$ cat config.mk
export PLATFORM = sky130hd
export DESIGN_NAME = fetch_stage
export DESIGN_NICKNAME = d
export VERILOG_FILES = /design/src/verilog/rv_pipe_pkg.sv /design/src/verilog/fetch_stage.sv
export SDC_FILE = /design/constraint.sdc
export NUM_CORES = 1
export LEC_CHECK = 0
export BUFFER_PORTS_ARGS = -buffer_cell sky130_fd_sc_hd__buf_2
export CORE_UTILIZATION = 40
export DETAILED_ROUTE_END_ITERATION = 10
export GPL_TIMING_DRIVEN = 0
export PLACE_DENSITY = 0.74
export SLEW_MARGIN = 40
export SYNTH_ARGS = -nofsm -noshare
export SYNTH_HDL_FRONTEND = slang
export SYNTH_SLANG_ARGS = --single-unit
$ cat constraint.sdc
create_clock -name clk -period 3.48 [get_ports clk]
set_input_delay 0.348 -clock clk [delete_from_list [all_inputs] [get_ports clk]]
set_output_delay 0.348 -clock clk [all_outputs]
set_load 0.02 [all_outputs]
$ cat src/verilog/rv_pipe_pkg.sv
`default_nettype none

package rv_pipe_pkg;

  // register and pc width
  localparam int xlen = 32;
  // register index width and register count
  localparam int reg_addr_w = 5;
  localparam int num_regs = 32;

  // instruction memory depth in 32-bit words
  localparam int imem_words = 256;
  localparam int imem_addr_w = 8;

  // first fetch address and sequential step
  localparam logic [xlen-1:0] reset_pc = 32'h0000_0000;
  localparam logic [xlen-1:0] pc_step = 32'd4;

  // major opcodes of the supported subset
  typedef enum logic [6:0] {
    opcode_lui    = 7'b0110111,
    opcode_op_imm = 7'b0010011,
    opcode_op     = 7'b0110011,
    opcode_branch = 7'b1100011
  } opcode_e;

  // decoded operation carried down the pipe
  typedef enum logic [2:0] {
    op_lui,
    op_addi,
    op_add,
    op_beq,
    op_bne,
    op_illegal
  } insn_op_e;

  // what the writeback slot holds in a given cycle
  typedef enum logic [2:0] {
    cycle_reset        = 3'd1,
    cycle_no_stall     = 3'd2,
    cycle_taken_branch = 3'd4
  } cycle_status_e;

  // fetch to decode record
  typedef struct packed {
    logic [xlen-1:0] pc;
    logic [xlen-1:0] insn;
    cycle_status_e   status;
  } fetch_decode_t;

  // decode to execute record
  typedef struct packed {
    logic [xlen-1:0]       pc;
    logic [xlen-1:0]       insn;
    insn_op_e              op;
    logic [reg_addr_w-1:0] rd;
    logic [reg_addr_w-1:0] rs1;
    logic [reg_addr_w-1:0] rs2;
    logic [xlen-1:0]       rs1_data;
    logic [xlen-1:0]       rs2_data;
    // already sign-extended and shifted for the op
    logic [xlen-1:0]       imm;
    logic                  rd_we;
    cycle_status_e         status;
  } decode_execute_t;

  // execute to memory record
  typedef struct packed {
    logic [xlen-1:0]       pc;
    logic [xlen-1:0]       insn;
    logic [reg_addr_w-1:0] rd;
    logic                  rd_we;
    logic [xlen-1:0]       result;
    cycle_status_e         status;
  } execute_memory_t;

  // register write, also used as a forwarding source
  typedef struct packed {
    logic                  we;
    logic [reg_addr_w-1:0] rd;
    logic [xlen-1:0]       data;
  } reg_write_t;

endpackage

`default_nettype wire

$ cat src/verilog/fetch_stage.sv
`timescale 1ns/10ps
`default_nettype none

module fetch_stage (
  input wire clk,
  input wire rst,
  input wire [rv_pipe_pkg::xlen-1:0] insn,
  input wire redirect,
  input wire [rv_pipe_pkg::xlen-1:0] redirect_pc,
  output logic [rv_pipe_pkg::xlen-1:0] pc,
  output rv_pipe_pkg::fetch_decode_t to_decode
);
  import rv_pipe_pkg::*;

  logic [xlen-1:0] next_pc;

  // taken branch from execute wins over the sequential step
  always_comb begin
    if (redirect) begin
      next_pc = redirect_pc;
    end else begin
      next_pc = pc + pc_step;
    end
  end

  // pc sits at reset_pc until reset drops
  always_ff @(posedge clk) begin
    if (rst) begin
      pc <= reset_pc;
    end else begin
      pc <= next_pc;
    end
  end

  // fetch to decode register
  always_ff @(posedge clk) begin
    to_decode.pc <= pc;
    to_decode.insn <= insn;
    if (rst) begin
      to_decode.status <= cycle_reset;
    end else if (redirect) begin
      // word fetched behind a taken branch is dropped
      to_decode.status <= cycle_taken_branch;
    end else begin
      to_decode.status <= cycle_no_stall;
    end
  end

endmodule

`default_nettype wire

* Word-level counts from Yosys, hierarchy flattened
Cells that the tools add are included.
** Cells by class
- Add/sub/neg operators :: 1
- Multiply operators :: 0
- Divide/modulo/power cells :: 0
- Order comparisons :: 0
- Equality and inequality tests :: 0
- Shifts and indexed selects :: 0
- Multiplexer cells :: 2
- Bitwise gates (word level) :: 0
- Reductions and logical operators :: 0
** Operators with widths (number)
- adder 32 x 3 -> 32 bit (second input constant) :: 1
- two-way mux 32 bit :: 1
- two-way mux 3 bit :: 1
** Word-level totals
- Flip-flop bits (word level) :: 99
- Bits in latches :: 0
- RAM bits :: 0
- Memory bits (read-only) :: 0
- Input bits :: 67
- Output and inout port bits :: 99
- Word-level logic and storage cells :: 7
- Memories :: 0

* Logic depth before layout (Yosys ltp)
Gate-level depths: netlist of the first run.
- Depth in word-level cells :: 2
- Gate-level depth with buffers :: 7
- Mapped depth without buffers :: 6

* Least setup slack after synthesis of the first run
No wires, ideal clock.
- Path kind :: register to register
- From :: reg pc[2] in the netlist's numbering
- To :: reg pc[16] in the netlist's numbering
- Library setup time :: 0.091 ns
- Arrival :: 1.718 ns
- Data required time :: 3.389 ns
- Setup slack :: 1.671 ns
- Stages on the path, launching flop included :: 6
- Buffers on the path :: 1
- Period minus slack after synthesis :: 1.809 ns
- Path through :: dfxtp_1 ha_1 clkbuf_1 nand4_4 or3_1 a311oi_1
** On the way
- Longest elaborated chain between the ends :: 2
** Ends and longest elaborated chain
- from (decl) :: line fetch_stage.sv:10 : output logic [rv_pipe_pkg::xlen-1:0] pc,
- from (signal assigned) :: line fetch_stage.sv:29 : pc <= reset_pc;
- from (signal assigned) :: line fetch_stage.sv:31 : pc <= next_pc;
- adder 32 x 3 -> 32 bit :: line fetch_stage.sv:22 : next_pc = pc + pc_step;
- two-way mux 32 bit :: line fetch_stage.sv:19 : if (redirect) begin
Every way passes these cells.
A chain may end at the register's enable or synchronous reset.

* Final worst setup path of the first run
- From :: reg pc[2] in the netlist's numbering
- To :: reg pc[22] in the netlist's numbering
The elaborated chain is that of the path after synthesis.

==> results of run 1 <==
state kept, by name (all words and copies together) (netlist names):
signal and flops:
pc 32, to_decode 67
layout make-up:
cell class	count	area share, %
clock inverters	7	1.48
well taps	99	2.94
plain buffers	11	1.16
repair buffers	164	19.5
clock buffers	9	2.94
multi-input cells	150	24.3
inverters	8	0.713
flip-flops and latches	99	47.0
worst max-delay path by stage:
stage,from,cells past startpoint,end,slack [ps]
floorplan,pc[2],5,pc[16],1670
global placement,pc[2],6,pc[22],1530
detailed placement,pc[2],6,pc[22],1540
CTS,pc[2],6,pc[22],1500
global route,pc[2],6,pc[22],1310
finish,pc[2],6,pc[22],1520
power groups by stage:
stage	Sequential [uW]	Clock, uW	Combinational, uW
finish	1250	679	264
global route	1260	756	284
CTS	1250	698	267
detailed placement	1270	0	267
global placement	1270	0	263
floorplan	1360	0	59.8
Yosys cell counts:
cell type and count:
a211oi_1 10, a211oi_2 2, a21oi_1 9, a22o_1 4, a311oi_1 3, and2_1 1, and3_1 4, and4_1 4
and4_2 1, buf_1 4, buf_6 1, clkbuf_1 6, dfxtp_1 99, ha_1 1, inv_1 8, mux2i_1 4
nand2_1 19, nand3_1 7, nand4_1 3, nand4_2 2, nand4_4 2, nor2_1 28, nor3_1 4, nor3_2 6
nor4_1 1, nor4_2 2, nor4_4 1, o21a_1 1, o21ai_0 4, or3_1 3, xnor2_1 18, xor2_1 6
kinds of logic (layout without fill, tap and decap cells):
logic type / after synthesis / in the layout
muxes: 4 / 4
xor gates and xnor gates: 24 / 24
and+or+nand+nor: 88 / 88
buffers and inverters: 19 / 199
AOI/OAI and AO/OA: 33 / 33
DFF: 99 / 99
adders and majority gates: 1 / 1
layer usage:
metal	wire [um]	vias to the layer above
met4	106	0
met1	3180	1142
met2	3600	122
met3	567	11
li1	-	1264
met5	0	-
stage by stage:
step	utilization [%]	cell area, um2	cells	hold WS (ps)
6_report	57.2	4210	547	85.7
2_1_floorplan	-	3080	268	376
3_5_place_dp	54.7	4030	531	358
4_1_cts	57.2	4210	547	68.0
3_3_place_gp	54.7	4030	531	356
5_1_grt	57.2	4210	547	59.5
==> flow_summary.yaml, run 1 <==
run_status:
  status: "finished, final reports clean"
layout:
  layout_commonest_cell: "buf_2"
  multi_input_area_um2: 1020
  regArea_um2: 1980
  antenna_cells: 0
  nFillCells: 689
  fin_nets: 511
  mostFrequentLayoutCells: "buf_2, dfxtp_1, nor2_1, nand2_1, xnor2_1"
  layout-drive-gt1-share_pct: 44.0
  area_growth_pct: 36.7
pwr:
  switching_share_pct: 28.1
  p_seq_share_pct: 56.9
  p_leak_uw: 0.00199
  ir_drop_uv: 228
  total_power_uw: 2190
  p_comb_share_pct: 12.1
  clockPowerShare_pct: 31.0
  internal_power_uw: 1580
  powerDensity_nw_per_um2: 520
  p_switching_uw: 614
timing:
  rsz0062_at_grt: "false"
  max_freq_ghz: 0.509
  fin_crit_sh_pct: 56.4
  final-hold-violation-count: 0
  tns_ps: 0
  slew-limit-headroom_pct: 63.6
  tightest_slew_ps: 546
  finalSetupViolCount: 0
  finalCriticalPeriod_ps: 1960
  maxSlewViolCount: 0
  worst_slack_ps: 1520
  clock_skew_ps: 9.01
grt:
  first_global_vias: 2464
  grt_first_pass_wirelength_um: 12000
  met3_usage_pct: 5.75
  grt_max_degree: 19
  grtUsageTotal_pct: 18.9
  grt_use_met2_pct: 31.6
  met1_usage_pct: 22.4
  antenna_found_initial: 0
  grt-busiest-layer: "met2"
  overflow: 0
yosys:
  synth_cell_types: 32
  yosys_warnings: 0
  synthSimpleGateAreaFrac_pct: 17.0
  netlist_area_um2: 3080
  synth_adder_area_share_pct: 0.406
  synth_compound_area_share_pct: 7.59
  netlist.area_leader.share_pct: 64.3
  synth_area_leader_cell: "dfxtp_1"
  syn_avg_cell_area_um2: 11.5
  synth_mux_area_share_pct: 1.30
  synth_seq_area_share_pct: 64.3
  synth.area.top_cells: "dfxtp_1, xnor2_1, nor2_1"
  syn_inst: 268
  synth_fp_nets: 336
  yosys.area_share.xor_xnor_pct: 6.82
  synth_top_family_by_area: "simple AND/OR/NAND/NOR gates"
  ys_ff_latch: 99
worst_setup_path:
  crit_fanout: 7
  cp_data_required_time_ps: 3740
  r2r_end: "pc[22]"
  ff2ff_path_depth: 6
  cp_data_arrival_time_ps: 2220
  cp_cell_sequence: "ha_1 -> clkbuf_1 -> nand2_1 -> nor4_1 -> xor2_1 -> a22o_1"
  slowest_stage: "dfxtp_1"
  crit_family: "simple AND/OR/NAND/NOR gates"
  critical_path.max_stage_delay_ps: 430
  path_buf_inv: 1
  r2r-start: "pc[2]"
  end_kind: "flop"
  crit_path_start_kind: "flop"
  r2r_setup_slack_ps: 1520
  crit_type: "flop to flop"
job:
  maxCapViolCount: 0
clock_tree:
  cts_buffers: 9
  clkLatencyLatePin_ps: 360
  clockRootBuffer: "clkbuf_8"
  cts_resized: 0
  cts_tree: "done"
  cts_hold_buf: 0
  post-cts-setup-buffers: 0
  clock-sinks: 99
  clk_pin_slew_ps: 100
  htreeDepth: 3
  clk_path_buf_depth: 2
die:
  start_util_pct: 41.8
  dieArea_um2: 8060
  die_y_um: 89.8
  pin_count: 166
  rows: 31
  core_um2: 7370
  die_w_um: 89.8
place:
  pre_cts_slack_ps: 1540
  portBuffers: 164
  place.gp.congestion: 0.762
  place_hpwl_um: 5650
drt:
  drc_errors: 0
  totalWireLength_um: 7460
  ant_nets: 0
  viasPerCell: 4.64
  vias: 2539
  initialDrtViolationCount: 47
  dr.pass1.iters: 4
  wl_per_cell_um: 13.6
worst_hold_path:
  min_from: "insn[2]"
  hold_depth: 1
  hold_class: "primary input to flop"
  hold_end: "to_decode[5]"
(Power assumes the default switching activity.)
==> inputs of run 2 (changes only) <==
Settings changed: CORE_UTILIZATION 40 to 39, PLACE_DENSITY 0.74 to 0.75.
Clock period 3.48 ns to 1.7 ns, I/O delays scaled along.
==> run 2 against run 1 <==
Core utilization is 4.6 points higher. Critical path depth fell by 2. Routed wire length increased by 12%. Worst setup slack worse by 1500 ps. Final cell count up 8.2%. Via count up 7.7%. Die area increased by 2.5%. Global-route usage grew 1.4 points. Power grew 130%. Register-to-register slack worse by 1500 ps. Critical path type unchanged. Critical endpoint is now pc[18].
==> flow_summary.yaml, run 2 (synthesized netlist as in run 1, its figures left out) <==
run_status:
  status: "finished, final reports clean"
drt:
  totalWireLength_um: 8340
  vias: 2735
  initialDrtViolationCount: 50
  ant_nets: 0
  wl_per_cell_um: 14.1
  drc_errors: 0
  dr.pass1.iters: 4
  viasPerCell: 4.62
job:
  maxCapViolCount: 0
worst_setup_path:
  r2r-start: "pc[13]"
  crit_fanout: 8
  crit_type: "flop to flop"
  ff2ff_path_depth: 4
  r2r_setup_slack_ps: 60
  crit_path_start_kind: "flop"
  cp_data_arrival_time_ps: 1900
  cp_data_required_time_ps: 1960
  end_kind: "flop"
  r2r_end: "pc[18]"
die:
  core_um2: 7690
  die_y_um: 90.9
  dieArea_um2: 8260
  pin_count: 166
  die_w_um: 90.9
  start_util_pct: 40.1
  rows: 32
clock_tree:
  clock-sinks: 99
  clk_path_buf_depth: 2
  clkLatencyLatePin_ps: 350
  clk_pin_slew_ps: 90
  cts_tree: "done"
  clockRootBuffer: "clkbuf_8"
  cts_buffers: 9
  htreeDepth: 3
grt:
  first_global_vias: 2709
  grt_first_pass_wirelength_um: 13100
  grtUsageTotal_pct: 20.3
  antenna_found_initial: 0
  grt_max_degree: 17
  overflow: 0
layout:
  largest_reg_flops: 67
  reg.largest.list: "to_decode x67, pc x32"
  fin_nets: 554
  layout-drive-gt1-share_pct: 47.1
  top_register: "to_decode"
  area_growth_pct: 54.1
  antenna_cells: 0
  layout_commonest_cell: "buf_2"
  mostFrequentLayoutCells: "buf_2, dfxtp_1, dlygate4sd3_1, nor2_1"
worst_hold_path:
  hold_end: "pc[28]"
  min_from: "redirect_pc[28]"
  hold_depth: 2
  hold_class: "primary input to flop"
place:
  portBuffers: 164
  place_hpwl_um: 5480
  place.gp.congestion: 0.809
  pre_cts_slack_ps: -73.2
timing:
  worst_slack_ps: 60.1
  finalSetupViolCount: 0
  max_freq_ghz: 0.610
  rsz0062_at_grt: "true"
  maxSlewViolCount: 0
  final-hold-violation-count: 0
  finalCriticalPeriod_ps: 1640
  fin_hold_ws_ps: 38.6
  tightest_slew_ps: 558
  clock_skew_ps: 11.7
  slew-limit-headroom_pct: 62.8
  fin_crit_sh_pct: 96.5
pwr:
  p_leak_uw: 0.00224
  powerDensity_nw_per_um2: 1050
  ir_drop_uv: 454
==> run 2: critical path: stages (launching register included) <==
cell and delay, ps:
dfxtp_2 410, and4_4 280, nand4_4 190, or3_1 420, a311oi_1 250
==> run 2: how the worst max path moves through the flow <==
stage / to / start
final: pc[18] / pc[13]
after detailed placement: pc[15] / pc[7]
after global placement: pc[15] / pc[4]
after CTS: pc[31] / pc[18]
after global routing: pc[18] / pc[6]
after floorplan: pc[16] / pc[2]
==> run 2: layout make-up <==
type | instances | area, um2
Buffer | 11 | 53.8
Clock buffer | 10 | 138
Clock inverter | 5 | 108
Fill cell | 630 | 2940
Inverter | 8 | 30.0
Multi-Input combinational cell | 150 | 1050
Sequential cell | 99 | 2020
Tap cell | 102 | 128
Timing Repair Buffer | 207 | 1230
==> run 2: through the flow <==
step	cell area, um2	total power [uW]	setup TNS [ps]	instances	utilization, %
after floorplan	3090	2900	0	268	-
after global placement	4040	3140	-98.4	534	52.5
after detailed placement	4040	3150	-235	534	52.5
after CTS	4650	5010	0	582	60.4
after global routing	4750	5200	-140	592	61.8
final	4750	4980	0	592	61.8
==> run 2: what timing repair did <==
| item | CTS | global route |
|---|---|---|
| gates resized for setup | 9 | 21 |
| setup endpoints to repair | 12 | 17 |
| endpoints found under the hold margin | 33 | 0 |
| hold buffers | 33 | 0 |
| setup buffers | 0 | 10 |
| pin swaps | 2 | 4 |
| gates cloned | 0 | 0 |
==> run 2: report_power, final <==
| part | internal [uW] | switching [uW] | leakage (uW) |
|---|---|---|---|
| combinational | 272 | 358 | 0.00128 |
| clock | 1020 | 777 | 0.000123 |
| sequential | 2460 | 91.5 | 0.000833 |
==> run 2: per-layer routing <==
layer	track usage (%)	part of all wire (%)
met3	6.57	7.5
met2	35.4	49
met1	23.6	42
met5	0	0
met4	6.08	1.3
==> inputs of run 3 (changes only) <==
Settings changed: PLACE_DENSITY 0.75 to not set, PLACE_DENSITY_LB_ADDON set to 0.2.
==> run 3 against run 2 <==
Power decreased by 8.7%. Worst setup slack improved by 16 ps. First-iteration DRC count increased by 38%. Critical path depth increased by 1. Combinational power decreased by 0.6%. Highest routed layer unchanged. Clock-buffer cell count decreased by 1. Core utilization about the same. Die area unchanged. Critical endpoint is now pc[15]. Register-to-register slack improved by 20 ps.
==> flow_summary.yaml, run 3 (synthesized netlist as in run 1, its figures left out) <==
layout:
  antenna_cells: 0
  layout_commonest_cell: "buf_2"
  fin_nets: 559
  layout-drive-gt1-share_pct: 47.7
  fin_area_um2: 4750
  fin_cells: 597
  area_growth_pct: 54.2
  regArea_um2: 2010
  reg.largest.list: "to_decode x67, pc x32"
  nFillCells: 692
  top_register: "to_decode"
  largest_reg_flops: 67
  mostFrequentLayoutCells: "buf_2, dfxtp_1, dlygate4sd3_1, nor2_1"
  multi_input_area_um2: 1080
pwr:
  clockPowerShare_pct: 30.0
  p_comb_share_pct: 13.8
  ir_drop_uv: 498
  powerDensity_nw_per_um2: 956
  p_leak_uw: 0.00228
  p_seq_share_pct: 56.2
  internal_power_uw: 3280
  switching_share_pct: 27.9
  p_switching_uw: 1270
worst_setup_path:
  cp_cell_sequence: "and4_1 -> buf_6 -> nand4_4 -> or3_1 -> a311oi_1"
  path_buf_inv: 1
  crit_type: "flop to flop"
  slowest_stage: "or3_1"
  end_kind: "flop"
  critical_path.max_stage_delay_ps: 380
  crit_family: "simple AND/OR/NAND/NOR gates"
  crit_fanout: 8
  r2r_setup_slack_ps: 80
  critical_path_depth: 5
  cp_data_arrival_time_ps: 1890
  crit_path_start_kind: "flop"
  ff2ff_path_depth: 5
  cp_data_required_time_ps: 1970
  r2r-start: "pc[5]"
  r2r_end: "pc[15]"
die:
  dieArea_um2: 8260
  start_util_pct: 40.1
  die_y_um: 90.9
  die_w_um: 90.9
  rows: 32
  core_um2: 7690
  pin_count: 166
grt:
  grt_max_degree: 18
  first_global_vias: 2563
  antenna_found_initial: 0
  grt_first_pass_wirelength_um: 12900
  overflow: 0
  grtUsageTotal_pct: 20.3
drt:
  viasPerCell: 4.56
  wl_per_cell_um: 13.6
  initialDrtViolationCount: 69
  totalWireLength_um: 8150
  drc_errors: 0
  vias: 2722
  wl_met1_um: 3820
  wl_met2_um: 3620
  dr.pass1.iters: 4
  top_layer: "met4"
  met3WireLength_um: 576
  ant_nets: 0
clock_tree:
  cts_buffers: 9
  clk_pin_slew_ps: 90
  htreeDepth: 3
  clock-sinks: 99
  clk_path_buf_depth: 2
  clockRootBuffer: "clkbuf_8"
  clkLatencyLatePin_ps: 360
  cts_tree: "done"
worst_hold_path:
  hold_class: "primary input to flop"
  hold_depth: 2
  hold_end: "pc[22]"
  min_from: "redirect_pc[22]"
timing:
  tns_ps: 0
  final-hold-violation-count: 0
  slew-limit-headroom_pct: 58.7
  fin_hold_ws_ps: 20.8
  finalSetupViolCount: 0
  tightest_slew_ps: 619
  max_freq_ghz: 0.616
  maxSlewViolCount: 0
  rsz0062_at_grt: "true"
  finalCriticalPeriod_ps: 1620
  clock_skew_ps: 7.68
  fin_crit_sh_pct: 95.5
place:
  place_hpwl_um: 5470
  portBuffers: 164
  placed_cell_area_um2: 4040
  place.gp.congestion: 0.717
  numPlacedInstances: 534
run_status:
  status: "finished, final reports clean"
job:
  maxCapViolCount: 0
## run 3: worst max path at each step
stage / start / to
after floorplan: pc[2] / pc[16]
after detailed placement: redirect / pc[25]
after global routing: pc[16] / pc[18]
after global placement: redirect / pc[26]
after CTS: pc[3] / pc[16]
final: pc[5] / pc[15]
## run 3: power by group through the flow
stage	clock network (uW)	registers, uW	logic [uW]
finish	1360	2560	626
global route	1530	2580	670
CTS	1410	2560	608
detailed placement	0	2610	547
global placement	0	2600	543
floorplan	0	2780	123
## run 3: area by class of cell
class                           count  share of cell area (%)
Inverter                            8                   0.632
Buffer                             11                    1.11
Tap cell                          102                    2.68
Timing Repair Buffer              212                    26.8
Sequential cell                    99                    42.4
Multi-Input combinational cell    150                    22.7
Clock buffer                        9                    2.61
Clock inverter                      6                    1.05
## run 3: what timing repair did
action / 4_1_cts / 5_1_grt
hold buffers: 33 / 0
hold endpoints to repair: 33 / 0
pin swaps: 1 / 7
setup endpoints to repair: 10 / 13
gates resized for setup: 12 / 23
buffers inserted: 0 / 15
## run 3: metal layers
metal | up-vias | track usage [%]
met5 | - | 0
met4 | 0 | 8.73
met3 | 9 | 5.72
met2 | 118 | 31.3
met1 | 1236 | 26.5
li1 | 1359 | -
## run 3: metrics by stage
| step | setup WS, ps | utilization (%) | power (uW) |
|---|---|---|---|
| floorplan | 8.60 | - | 2900 |
| global placement | -53.4 | 52.5 | 3150 |
| detailed placement | -65.2 | 52.5 | 3160 |
| CTS | 1.62 | 59.6 | 4570 |
| global route | -32.2 | 61.8 | 4780 |
| finish | 76.4 | 61.8 | 4550 |
