[src/verilog/rv_pipe_pkg.sv]
`default_nettype none

package rv_pipe_pkg;

  // register and pc width
  localparam int xlen = 32;
  // register index width and register count
  localparam int reg_addr_w = 5;
  localparam int num_regs = 32;

  // instruction memory depth in 32-bit words
  localparam int imem_words = 256;
  localparam int imem_addr_w = 8;

  // first fetch address and sequential step
  localparam logic [xlen-1:0] reset_pc = 32'h0000_0000;
  localparam logic [xlen-1:0] pc_step = 32'd4;

  // major opcodes of the supported subset
  typedef enum logic [6:0] {
    opcode_lui    = 7'b0110111,
    opcode_op_imm = 7'b0010011,
    opcode_op     = 7'b0110011,
    opcode_branch = 7'b1100011
  } opcode_e;

  // decoded operation carried down the pipe
  typedef enum logic [2:0] {
    op_lui,
    op_addi,
    op_add,
    op_beq,
    op_bne,
    op_illegal
  } insn_op_e;

  // what the writeback slot holds in a given cycle
  typedef enum logic [2:0] {
    cycle_reset        = 3'd1,
    cycle_no_stall     = 3'd2,
    cycle_taken_branch = 3'd4
  } cycle_status_e;

  // fetch to decode record
  typedef struct packed {
    logic [xlen-1:0] pc;
    logic [xlen-1:0] insn;
    cycle_status_e   status;
  } fetch_decode_t;

  // decode to execute record
  typedef struct packed {
    logic [xlen-1:0]       pc;
    logic [xlen-1:0]       insn;
    insn_op_e              op;
    logic [reg_addr_w-1:0] rd;
    logic [reg_addr_w-1:0] rs1;
    logic [reg_addr_w-1:0] rs2;
    logic [xlen-1:0]       rs1_data;
    logic [xlen-1:0]       rs2_data;
    // already sign-extended and shifted for the op
    logic [xlen-1:0]       imm;
    logic                  rd_we;
    cycle_status_e         status;
  } decode_execute_t;

  // execute to memory record
  typedef struct packed {
    logic [xlen-1:0]       pc;
    logic [xlen-1:0]       insn;
    logic [reg_addr_w-1:0] rd;
    logic                  rd_we;
    logic [xlen-1:0]       result;
    cycle_status_e         status;
  } execute_memory_t;

  // register write, also used as a forwarding source
  typedef struct packed {
    logic                  we;
    logic [reg_addr_w-1:0] rd;
    logic [xlen-1:0]       data;
  } reg_write_t;

endpackage

`default_nettype wire

[src/verilog/retire_stage.sv]
`timescale 1ns/10ps
`default_nettype none

module retire_stage (
  input wire clk,
  input wire rst,
  input wire rv_pipe_pkg::execute_memory_t from_execute,
  output rv_pipe_pkg::reg_write_t mem_fwd,
  output rv_pipe_pkg::reg_write_t wb_write,
  output logic [rv_pipe_pkg::xlen-1:0] trace_pc,
  output logic [rv_pipe_pkg::xlen-1:0] trace_insn,
  output rv_pipe_pkg::cycle_status_e trace_status,
  output logic trace_rd_we,
  output logic [rv_pipe_pkg::reg_addr_w-1:0] trace_rd,
  output logic [rv_pipe_pkg::xlen-1:0] trace_rd_data
);
  import rv_pipe_pkg::*;

  execute_memory_t mem_reg;
  execute_memory_t wb_reg;

  // memory then writeback, one cycle each
  always_ff @(posedge clk) begin
    mem_reg <= from_execute;
    wb_reg <= mem_reg;
    if (rst) begin
      mem_reg.status <= cycle_reset;
      mem_reg.rd_we <= 1'b0;
      wb_reg.status <= cycle_reset;
      wb_reg.rd_we <= 1'b0;
    end
  end

  // forwarding sources for execute and decode
  assign mem_fwd = '{we: mem_reg.rd_we, rd: mem_reg.rd, data: mem_reg.result};
  // also the register file write port
  assign wb_write = '{we: wb_reg.rd_we, rd: wb_reg.rd, data: wb_reg.result};

  // trace shows the writeback register as is
  assign trace_pc = wb_reg.pc;
  assign trace_insn = wb_reg.insn;
  assign trace_status = wb_reg.status;
  assign trace_rd_we = wb_reg.rd_we;
  assign trace_rd = wb_reg.rd;
  assign trace_rd_data = wb_reg.result;

endmodule

`default_nettype wire

[config.mk]
export PLATFORM = sky130hd
export DESIGN_NAME = retire_stage
export DESIGN_NICKNAME = d
export VERILOG_FILES = /design/src/verilog/rv_pipe_pkg.sv /design/src/verilog/retire_stage.sv
export SDC_FILE = /design/constraint.sdc
export NUM_CORES = 1
export LEC_CHECK = 0
export ABC_AREA = 1
export BUFFER_PORTS_ARGS = -buffer_cell sky130_fd_sc_hd__buf_2
export CAP_MARGIN = 20
export CORE_ASPECT_RATIO = 0.9
export CORE_MARGIN = 5
export CORE_UTILIZATION = 47
export CTS_BUF_LIST = sky130_fd_sc_hd__clkbuf_8
export DETAILED_ROUTE_END_ITERATION = 10
export PLACE_DENSITY = 0.83
export SYNTH_ARGS = -nofsm -noshare
export SYNTH_HDL_FRONTEND = slang
export SYNTH_SLANG_ARGS = --single-unit
[constraint.sdc]
create_clock -name clk -period 0.8 [get_ports clk]
set_input_delay 0.16 -clock clk [delete_from_list [all_inputs] [get_ports clk]]
set_output_delay 0.16 -clock clk [all_outputs]
set_load 0.02 [all_outputs]
# --- After elaboration in Yosys (flattened, before gate mapping) ---
# Index checks and enable logic that the tools add are counted.
word_totals:
  ff_bits: 210
  elab_cells: 12
  mem_count: 0
  latch_bits: 0
  ramBits: 0
  mem_bits_ro: 0
op_classes:
  eq_ne: 0
  multipliers: 0
  magnitude_cmp: 0
  div_mod_pow: 0
  n_reduce_logical: 0
  muxes: 0
  bitwise: 0
  shift: 0
  n_addsub: 0

# --- Depth between registers and ports, before layout ---
# Gate-level depths: netlist (run 1).
logic_depth:
  word_depth: 0
  mapped_depth: 2
  ltp_nobuf: 2

# --- Least setup slack after synthesis (run 1) ---
# OpenSTA, ideal clock, no wires.
synth_timing:
  kind: "register to output"
  startpoint: "register wb_reg (netlist bit trace_rd_data[0])"
  endpoint: "output wb_write[0] in the netlist's numbering"
  arrival_time_ns: 0.595
  path_stages_with_launch: 2
  slack_ns: 0.045
  required_ns: 0.640
  path_cell_list: "dfxtp_1 > buf_4"
synth_lines:
  columns: ["element", "line_no", "rtl"]
  rows:
  - ["start: declaration", "retire_stage.sv:20", "execute_memory_t wb_reg;"]
  - ["start signal: assignment", "retire_stage.sv:25", "wb_reg <= mem_reg;"]
  - ["end: declaration", "retire_stage.sv:9", "output rv_pipe_pkg::reg_write_t wb_write,"]
# No word-level cell between the ends.

# --- Worst setup path in the final report (run 1) ---
layout_timing:
  startpoint: "register mem_reg (netlist bit mem_fwd[32])"
  endpoint: "output mem_fwd[32] in the netlist's numbering"
layout_lines:
  columns: ["element", "line_no", "rtl"]
  rows:
  - ["start: declaration", "retire_stage.sv:19", "execute_memory_t mem_reg;"]
  - ["start signal: assignment", "retire_stage.sv:24", "mem_reg <= from_execute;"]
  - ["end: declaration", "retire_stage.sv:8", "output rv_pipe_pkg::reg_write_t mem_fwd,"]
# No word-level cell between the ends.

==> impl_metrics.env, run 1 <==
export IMPL_crit_slowest_cell="dfxtp_2"
export IMPL_cts_made_buffers=29
export IMPL_syn_nets=410
export IMPL_drcViolationCount=0
export IMPL_root_buffer="clkbuf_8"
export IMPL_yosysSeqAreaShare_pct=86.9
export IMPL_maxSlewViolCount=0
export IMPL_hold_path_class="in2reg"
export IMPL_required_ns=0.64
export IMPL_power_mw=22.0
export IMPL_rows=35
export IMPL_ctsLongestPathBuffers=3
export IMPL_syn_inst=303
export IMPL_p_switching_mw=5.38
export IMPL_p_comb_share_pct=11.4
export IMPL_finalSetupViolCount=181
export IMPL_drt_iter0_drc=135
export IMPL_largest_reg_flops=67
export IMPL_status="finished, violations left"
export IMPL_cp_arrival_ns=1.02
export IMPL_ys_warnings_count=0
export IMPL_clkTransAtPathRegs_ns=0.08
export IMPL_pre_cts_ws_ns=0.0983
export IMPL_crit_buf_inv=1
export IMPL_synth_area_per_cell_um2=16.0
export IMPL_viasPerCell=4.24
export IMPL_die_h_um=106
export IMPL_antenna_cells=0
export IMPL_start_util_pct=47.6
export IMPL_min_period_over_period_pct=148
export IMPL_dpl_hpwl_um=7860
export IMPL_slowest_delay_ns=0.38
export IMPL_numPlacedInstances=643
export IMPL_hold_viol=0
export IMPL_grt_ovfl_total=0
export IMPL_crit_fanout=2
export IMPL_placed_area_um2=5870
export IMPL_drive_above_1_share_pct=71.0
export IMPL_leakagePower_nw=4.16
export IMPL_p_int_mw=16.7
export IMPL_yosys_cell_types_count=6
export IMPL_final_cells=808
export IMPL_fin_ws_ns=-0.384
export IMPL_finClkSkew_ns=0.0158
export IMPL_ioPinCount=288
export IMPL_dr_pass1_iters=4
export IMPL_die_area_um2=12400
export IMPL_drtAntennaViolNets=0
export IMPL_die_x_um=117
export IMPL_core_um2=10200
export IMPL_powerDensity_nw_per_um2=2480
export IMPL_design_area_um2=8890
export IMPL_met2_length_um=9670
export IMPL_path_class="reg2out"
export IMPL_grt_pass1_wl_um=23600
export IMPL_cts_sinks=210
export IMPL_cp_end_kind="output pin"
export IMPL_h_tree_depth=1
export IMPL_worst_pin_slew_ns=0.176
export IMPL_crit_chain="buf_6"
export IMPL_worst_skew_pair_late_latency_ns=0.52
export IMPL_grt_max_degree=16
export IMPL_synth_top_area_share_pct=86.9
export IMPL_netlist_area_um2=4840
export IMPL_io_buffer_count=287
export IMPL_rsz0062_at_grt="yes"
export IMPL_grt_usage_pct=25.6
export IMPL_cp_top_family="flip-flops"
export IMPL_post_drt_wl_per_cell_um=21.2
export IMPL_antenna_found_initial=0
export IMPL_critPathLaunchType="flip-flop"
export IMPL_vias=3426
export IMPL_cts_tree="yes"
export IMPL_ys_top_cells_by_area="dfxtp_1 87%, buf_4 12%, inv_1 0.62%"
export IMPL_drv_cap=0
export IMPL_min_period_ns=1.18
export IMPL_syn2layout_area_growth_pct=83.7
export IMPL_grt_pass1_vias=4137
export IMPL_tns_ns=-61.31
export IMPL_highest_layer="met4"
export IMPL_clkPwrFrac_pct=36.7
export IMPL_wl_met1_um=5160
export IMPL_wl_met3_um=1570
export IMPL_slew_headroom_pct=88.3
export IMPL_p_seq_share_pct=51.9
export IMPL_nets=768
export IMPL_gp_congestion=0.792
export IMPL_ys_seq_elements=210
export IMPL_ir_worst_vdd_mv=2.21
export IMPL_violations="negative setup slack"
export IMPL_switching_share_pct=24.4
export IMPL_yosys_area_top_type="dfxtp_1"
export IMPL_fmax_mhz=845
export IMPL_wirelength_um=17200
==> power groups by stage <==
stage / logic, mW / clock network [mW] / registers, mW
2_1_floorplan: 0.560 / 0 / 11.8
3_3_place_gp: 1.39 / 0 / 11.4
3_5_place_dp: 1.41 / 0 / 11.4
4_1_cts: 2.37 / 7.94 / 11.4
5_1_grt: 2.60 / 8.70 / 11.5
6_report: 2.51 / 8.09 / 11.5
==> stage by stage <==
stage / hold slack [ns] / util (%)
3_5_place_dp: 0.264 / 57.7
2_1_floorplan: 0.188 / -
4_1_cts: 0.237 / 86.7
5_1_grt: 0.235 / 87.5
6_report: 0.269 / 87.5
3_3_place_gp: 0.262 / 57.7
==> logic make-up (layout without fill, tap and decap cells) <==
logic type	Yosys count	count (layout)	share of synthesized area, %
flops	210	210	86.9
simple gates	8	8	0.621
buf+inv	85	461	12.5
==> Yosys cell counts <==
cell and n:
dfxtp_1 210, buf_4 76, inv_1 8, nor2_1 6
nand2_1 2, inv_2 1
==> cell type report <==
type / count / area, um2
fillers: 391 / 1270
inverters: 9 / 33.8
multi-input cells: 8 / 30.0
repair buffers: 403 / 3700
clock inverters: 12 / 58.8
well taps: 129 / 161
flip-flops and latches: 210 / 4390
clock buffers: 37 / 509
==> routing by layer <==
| layer | GRT usage (%) | vias to the layer above |
|---|---|---|
| met1 | 22.5 | 1608 |
| met2 | 51.4 | 209 |
| met4 | 9.34 | 0 |
| met5 | 0 | - |
| li1 | - | 1559 |
| met3 | 8.88 | 50 |
==> repair_timing <==
| item | 4_1_cts | 5_1_grt |
|---|---|---|
| endpoints found under the setup margin | 181 | 181 |
| hold buffers | 106 | 0 |
| buffers inserted | 6 | 4 |
| pin swaps | 0 | 0 |
| resized for setup | 489 | 19 |
| endpoints found under the hold margin | 109 | 0 |
==> path summary, 6_finish.rpt <==
path | from | to | slack [ns] | cells after the start
setup / recovery | mem_fwd[32] | mem_fwd[32] | -0.38 | 1
hold / removal | from_execute[100] | mem_reg[100] | 0.27 | 2
setup reg to reg | mem_fwd[35] | trace_rd[3] | 0.10 | 2
hold reg to reg | mem_reg[73] | trace_pc[0] | 0.32 | 0
==> placed cells by master, fill, tap and decap left out <==
cell | synthesis | routed
buf_2 | 0 | 106
buf_4 | 76 | 10
buf_6 | 0 | 181
clkbuf_8 | 0 | 37
clkinv_2 | 0 | 2
clkinvlp_4 | 0 | 1
dfxtp_1 | 210 | 67
dfxtp_2 | 0 | 140
dfxtp_4 | 0 | 3
dlygate4sd3_1 | 0 | 106
inv_1 | 8 | 16
inv_2 | 1 | 1
inv_8 | 0 | 1
nand2_1 | 2 | 2
nor2_1 | 6 | 6
Note: power is estimated with default switching activity, not from simulation.
==> run 2: changes to the inputs <==
CORE_UTILIZATION = 45   (was 47)
CTS_BUF_LIST = not set   (was sky130_fd_sc_hd__clkbuf_8)
PLACE_DENSITY = 0.8   (was 0.83)
==> run 2 against run 1 <==
Effect of this change: the flow still finishes with violations (negative setup slack); global-route usage shrank 3.1 points; via count shrank 3.4%; sequential share of layout area shrank 0.41 points; flip-flop and latch count is the same; clock skew shrank 0.0094 ns; worst hold slack gained 0.057 ns; wire length shrank 9.6%; worst setup slack gained 0.069 ns; clock-buffer cell count shrank 6; combinational power is essentially flat; cell area grew 0.83%; largest cell class unchanged.
==> impl_metrics.env, run 2 (same netlist as run 1, synthesis figures left out) <==
export IMPL_status="finished, violations left"
export IMPL_violations="negative setup slack"
export IMPL_grt_max_degree=16
export IMPL_viasPerCell=4.15
export IMPL_slowest_delay_ns=0.37
export IMPL_hold_depth=0
export IMPL_vias=3309
export IMPL_powerDensity_nw_per_um2=2540
export IMPL_multiInputGateArea_um2=30.0
export IMPL_final_util_pct=84.0
export IMPL_holdPathEnd="trace_pc[19]"
export IMPL_h_tree_depth=1
export IMPL_largest_reg_flops=67
export IMPL_crit_buf_inv=1
export IMPL_path_depth=1
export IMPL_rsz0062_at_grt="yes"
export IMPL_cp_top_family="flip-flops"
export IMPL_fin_ws_ns=-0.316
export IMPL_die_x_um=119
export IMPL_hold_path_class="reg2reg"
export IMPL_cts_tree="yes"
export IMPL_path_class="reg2out"
export IMPL_syn2layout_area_growth_pct=85.2
export IMPL_regToRegSetupSlack_ns=0.10
export IMPL_io_buffer_count=287
export IMPL_root_buffer="clkbuf_16"
export IMPL_worst_pin_slew_ns=0.151
export IMPL_power_mw=22.7
export IMPL_die_area_um2=12900
export IMPL_min_period_over_period_pct=139
export IMPL_finalSetupViolCount=181
export IMPL_antenna_found_initial=1
export IMPL_start_util_pct=45.3
export IMPL_grt_pass1_vias=3840
export IMPL_grt_ovfl_total=0
export IMPL_fillers=461
export IMPL_layout_commonest_cell="buf_6"
export IMPL_numPlacedInstances=647
export IMPL_design_area_um2=8960
export IMPL_core_um2=10700
export IMPL_cts_made_buffers=19
export IMPL_fmax_mhz=896
export IMPL_cp_end_kind="output pin"
export IMPL_worstReg2RegStart="mem_fwd[24]"
export IMPL_grt_pass1_wl_um=22100
export IMPL_grt_usage_pct=22.5
export IMPL_cts_sinks=210
export IMPL_maxSlewViolCount=0
export IMPL_rows=36
export IMPL_hold_viol=0
export IMPL_leakagePower_nw=4.15
export IMPL_worst_skew_pair_late_latency_ns=0.46
export IMPL_ioPinCount=288
export IMPL_min_period_ns=1.12
export IMPL_gp_congestion=0.795
export IMPL_wirelength_um=15500
export IMPL_nets=760
export IMPL_crit_fanout=2
export IMPL_cp_arrival_ns=0.96
export IMPL_critPathLaunchType="flip-flop"
export IMPL_regArea_um2=4390
export IMPL_drtAntennaViolNets=0
export IMPL_placed_area_um2=5870
export IMPL_crit_slowest_cell="dfxtp_2"
export IMPL_slew_headroom_pct=89.9
export IMPL_finClkSkew_ns=0.00638
export IMPL_r2r_end="trace_rd_data[24]"
export IMPL_hp_start="mem_reg[92]"
export IMPL_drv_cap=0
export IMPL_dpl_hpwl_um=7910
export IMPL_die_h_um=108
export IMPL_post_drt_wl_per_cell_um=19.5
export IMPL_final_cells=798
export IMPL_ir_worst_vdd_mv=1.94
export IMPL_mostFrequentLayoutCells="181 x buf_6, 140 x dfxtp_2, 106 x dlygate4sd3_1, 106 x buf_2, 67 x dfxtp_1"
export IMPL_drt_iter0_drc=95
export IMPL_required_ns=0.64
export IMPL_dr_pass1_iters=4
export IMPL_ctsLongestPathBuffers=3
export IMPL_clkTransAtPathRegs_ns=0.07
export IMPL_hold_slack_ns=0.326
export IMPL_drcViolationCount=0
export IMPL_r2r_cells=2
export IMPL_crit_chain="buf_6"
export IMPL_drive_above_1_share_pct=71.1
==> run 2: routing by layer <==
layer	share of wire [%]	track usage [%]	vias to the layer above
met5	0	0	-
li1	-	-	1541
met1	33	21.5	1569
met3	8.4	8.05	22
met4	1.9	6.62	0
met2	57	44.9	177
==> run 2: timing repair <==
item	CTS	global route
cloned	0	0
hold buffers	106	0
buffers inserted	7	5
resized for setup	490	18
endpoints found under the setup margin	181	181
hold endpoints to repair	109	0
==> run 2: through the flow <==
step,setup WS [ns],setup TNS [ns]
floorplan,0.0451,0
global placement,0.0867,0
detailed placement,0.106,0
CTS,-0.327,-52.31
global route,-0.343,-56.42
finish,-0.316,-50.19
==> run 2: cell type report <==
class,instances,share of cell area (%)
Antenna cell,1,0.0279
Clock buffer,31,6.81
Clock inverter,1,0.0977
Inverter,9,0.377
Multi-Input combinational cell,8,0.335
Sequential cell,210,49.0
Tap cell,133,1.86
Timing Repair Buffer,405,41.5
==> run 2: worst max-delay path by stage <==
stage          slack (ns)                 to               from
2_1_floorplan        0.05        wb_write[0]   trace_rd_data[0]
3_5_place_dp         0.11         mem_fwd[2]         mem_fwd[2]
3_3_place_gp         0.09         mem_fwd[2]         mem_fwd[2]
5_1_grt             -0.34  trace_rd_data[22]  trace_rd_data[22]
4_1_cts             -0.33       wb_write[24]  trace_rd_data[24]
6_report            -0.32  trace_rd_data[24]  trace_rd_data[24]
==> run 2: worst reg2reg max path: stages, from the launching register on <==
cell and delay, ns:
dfxtp_2 0.33, buf_4 0.13, buf_4 0.13
==> run 2: power breakdown <==
group          internal (mW)  switching [mW]  leakage (nW)
Clock                   5.20            3.60         0.307
Sequential              11.1           0.335          1.77
Combinational           1.42            1.07          2.07
Total                   17.7            5.00          4.15
==> run 3: changes to the inputs <==
RECOVER_POWER = 100   (was not set)
SKIP_LAST_GASP = 1   (was not set)
==> run 3 against run 2 <==
Effect of this change: the flow still finishes with violations (negative setup slack); non-clock buffer count is the same; clock-buffer cell count unchanged; largest power group unchanged; critical path type unchanged; die area stayed put.
==> impl_metrics.env, run 3 (same netlist as run 1, synthesis figures left out) <==
export IMPL_drive_above_1_share_pct=70.6
export IMPL_rows=36
export IMPL_drcViolationCount=0
export IMPL_grt_usage_pct=22.5
export IMPL_io_buffer_count=287
export IMPL_min_period_ns=1.12
export IMPL_required_ns=0.64
export IMPL_met1_usage_pct=21.5
export IMPL_ir_worst_vdd_mv=1.94
export IMPL_numPlacedInstances=647
export IMPL_placed_area_um2=5870
export IMPL_crit_fanout=2
export IMPL_hold_path_class="reg2reg"
export IMPL_drv_cap=0
export IMPL_hold_slack_ns=0.324
export IMPL_p_comb_share_pct=11.0
export IMPL_switching_share_pct=21.9
export IMPL_met3_usage_pct=8.05
export IMPL_nets=760
export IMPL_min_period_over_period_pct=140
export IMPL_layout_commonest_cell="buf_6"
export IMPL_path_class="reg2out"
export IMPL_vias=3303
export IMPL_dpl_hpwl_um=7910
export IMPL_post_drt_wl_per_cell_um=19.3
export IMPL_maxSlewViolCount=0
export IMPL_cts_sinks=210
export IMPL_status="finished, violations left"
export IMPL_final_util_pct=83.9
export IMPL_powerDensity_nw_per_um2=2530
export IMPL_fin_ws_ns=-0.317
export IMPL_die_h_um=108
export IMPL_ctsLongestPathBuffers=3
export IMPL_use_met2_pct=44.9
export IMPL_violations="negative setup slack"
export IMPL_slew_headroom_pct=90.0
export IMPL_largest_reg_flops=67
export IMPL_gp_congestion=0.795
export IMPL_p_int_mw=17.7
export IMPL_drtAntennaViolNets=0
export IMPL_critPathLaunchType="flip-flop"
export IMPL_slowest_delay_ns=0.36
export IMPL_worst_pin_slew_ns=0.150
export IMPL_cp_arrival_ns=0.96
export IMPL_core_um2=10700
export IMPL_cp_end_kind="output pin"
export IMPL_clkPwrFrac_pct=38.6
export IMPL_grt_ovfl_total=0
export IMPL_start_util_pct=45.3
export IMPL_cp_top_family="flip-flops"
export IMPL_mostFrequentLayoutCells="180 x buf_6, 137 x dfxtp_2, 106 x dlygate4sd3_1, 106 x buf_2, 70 x dfxtp_1"
export IMPL_grt_pass1_wl_um=22100
export IMPL_crit_slowest_cell="dfxtp_2"
export IMPL_die_x_um=119
export IMPL_finalSetupViolCount=181
export IMPL_antenna_found_initial=1
export IMPL_grt_max_degree=16
export IMPL_wirelength_um=15400
export IMPL_pre_cts_ws_ns=0.106
export IMPL_cts_tree="yes"
export IMPL_p_seq_share_pct=50.4
export IMPL_crit_buf_inv=1
export IMPL_root_buffer="clkbuf_16"
export IMPL_worst_skew_pair_late_latency_ns=0.46
export IMPL_h_tree_depth=1
export IMPL_design_area_um2=8950
export IMPL_ioPinCount=288
export IMPL_syn2layout_area_growth_pct=85.1
export IMPL_rsz0062_at_grt="yes"
export IMPL_dr_pass1_iters=4
export IMPL_drt_iter0_drc=132
export IMPL_clkTransAtPathRegs_ns=0.07
export IMPL_p_switching_mw=4.96
export IMPL_cts_made_buffers=19
export IMPL_hold_viol=0
export IMPL_viasPerCell=4.14
export IMPL_leakagePower_nw=4.15
export IMPL_fmax_mhz=895
export IMPL_busiest_layer="met2"
export IMPL_crit_chain="buf_6"
export IMPL_grt_pass1_vias=3840
export IMPL_final_cells=798
export IMPL_finClkSkew_ns=0.00638
export IMPL_die_area_um2=12900
==> run 3: cell counts in the layout (fill, tap and decap cells not counted) <==
No cell type changed its count.
==> run 3: worst paths after layout <==
path,start,to,slack [ns],cells past startpoint
max,trace_rd_data[16],wb_write[16],-0.32,1
min,mem_reg[83],trace_pc[10],0.32,0
max reg2reg,mem_fwd[24],trace_rd_data[24],0.11,2
min reg2reg,mem_reg[83],trace_pc[10],0.32,0
==> run 3: power groups by stage <==
| stage | clock, mW | sequential (mW) | combinational, mW |
|---|---|---|---|
| global route | 9.37 | 11.5 | 2.58 |
| global placement | 0 | 11.4 | 1.40 |
| detailed placement | 0 | 11.4 | 1.41 |
| finish | 8.76 | 11.4 | 2.49 |
| floorplan | 0 | 11.8 | 0.560 |
| CTS | 8.89 | 11.4 | 2.39 |
==> run 3: metal layers <==
metal	share of wire, %	vias to the layer above
met2	57	170
met3	8.2	18
met1	33	1573
met4	1.5	0
met5	0	-
li1	-	1542
==> run 3: timing repair <==
action / in CTS / in global routing
resized for setup: 490 / 17
endpoints found under the setup margin: 181 / 181
buffers inserted: 7 / 5
hold endpoints to repair: 109 / 0
hold buffers: 106 / 0
==> run 3: area by class of cell <==
class                   count  area (um2)
diodes                      1        2.50
clock buffers              31         611
clock inverters             1        8.76
fillers                   455        1720
inverters                   9        33.8
multi-input cells           8        30.0
flip-flops and latches    210        4390
well taps                 133         166
repair buffers            405        3720
==> run 3: per-stage QoR <==
step	TNS (ns)	total power [mW]
floorplan	0	12.3
global placement	0	12.8
detailed placement	0	12.8
CTS	-52.31	22.7
global route	-56.08	23.4
finish	-49.90	22.7
==> run 3: worst register-to-register path, delay by kind of cell (launching register included) <==
family	cells	cell delay, ns
DFF	1	0.33
buffers and inverters	2	0.26
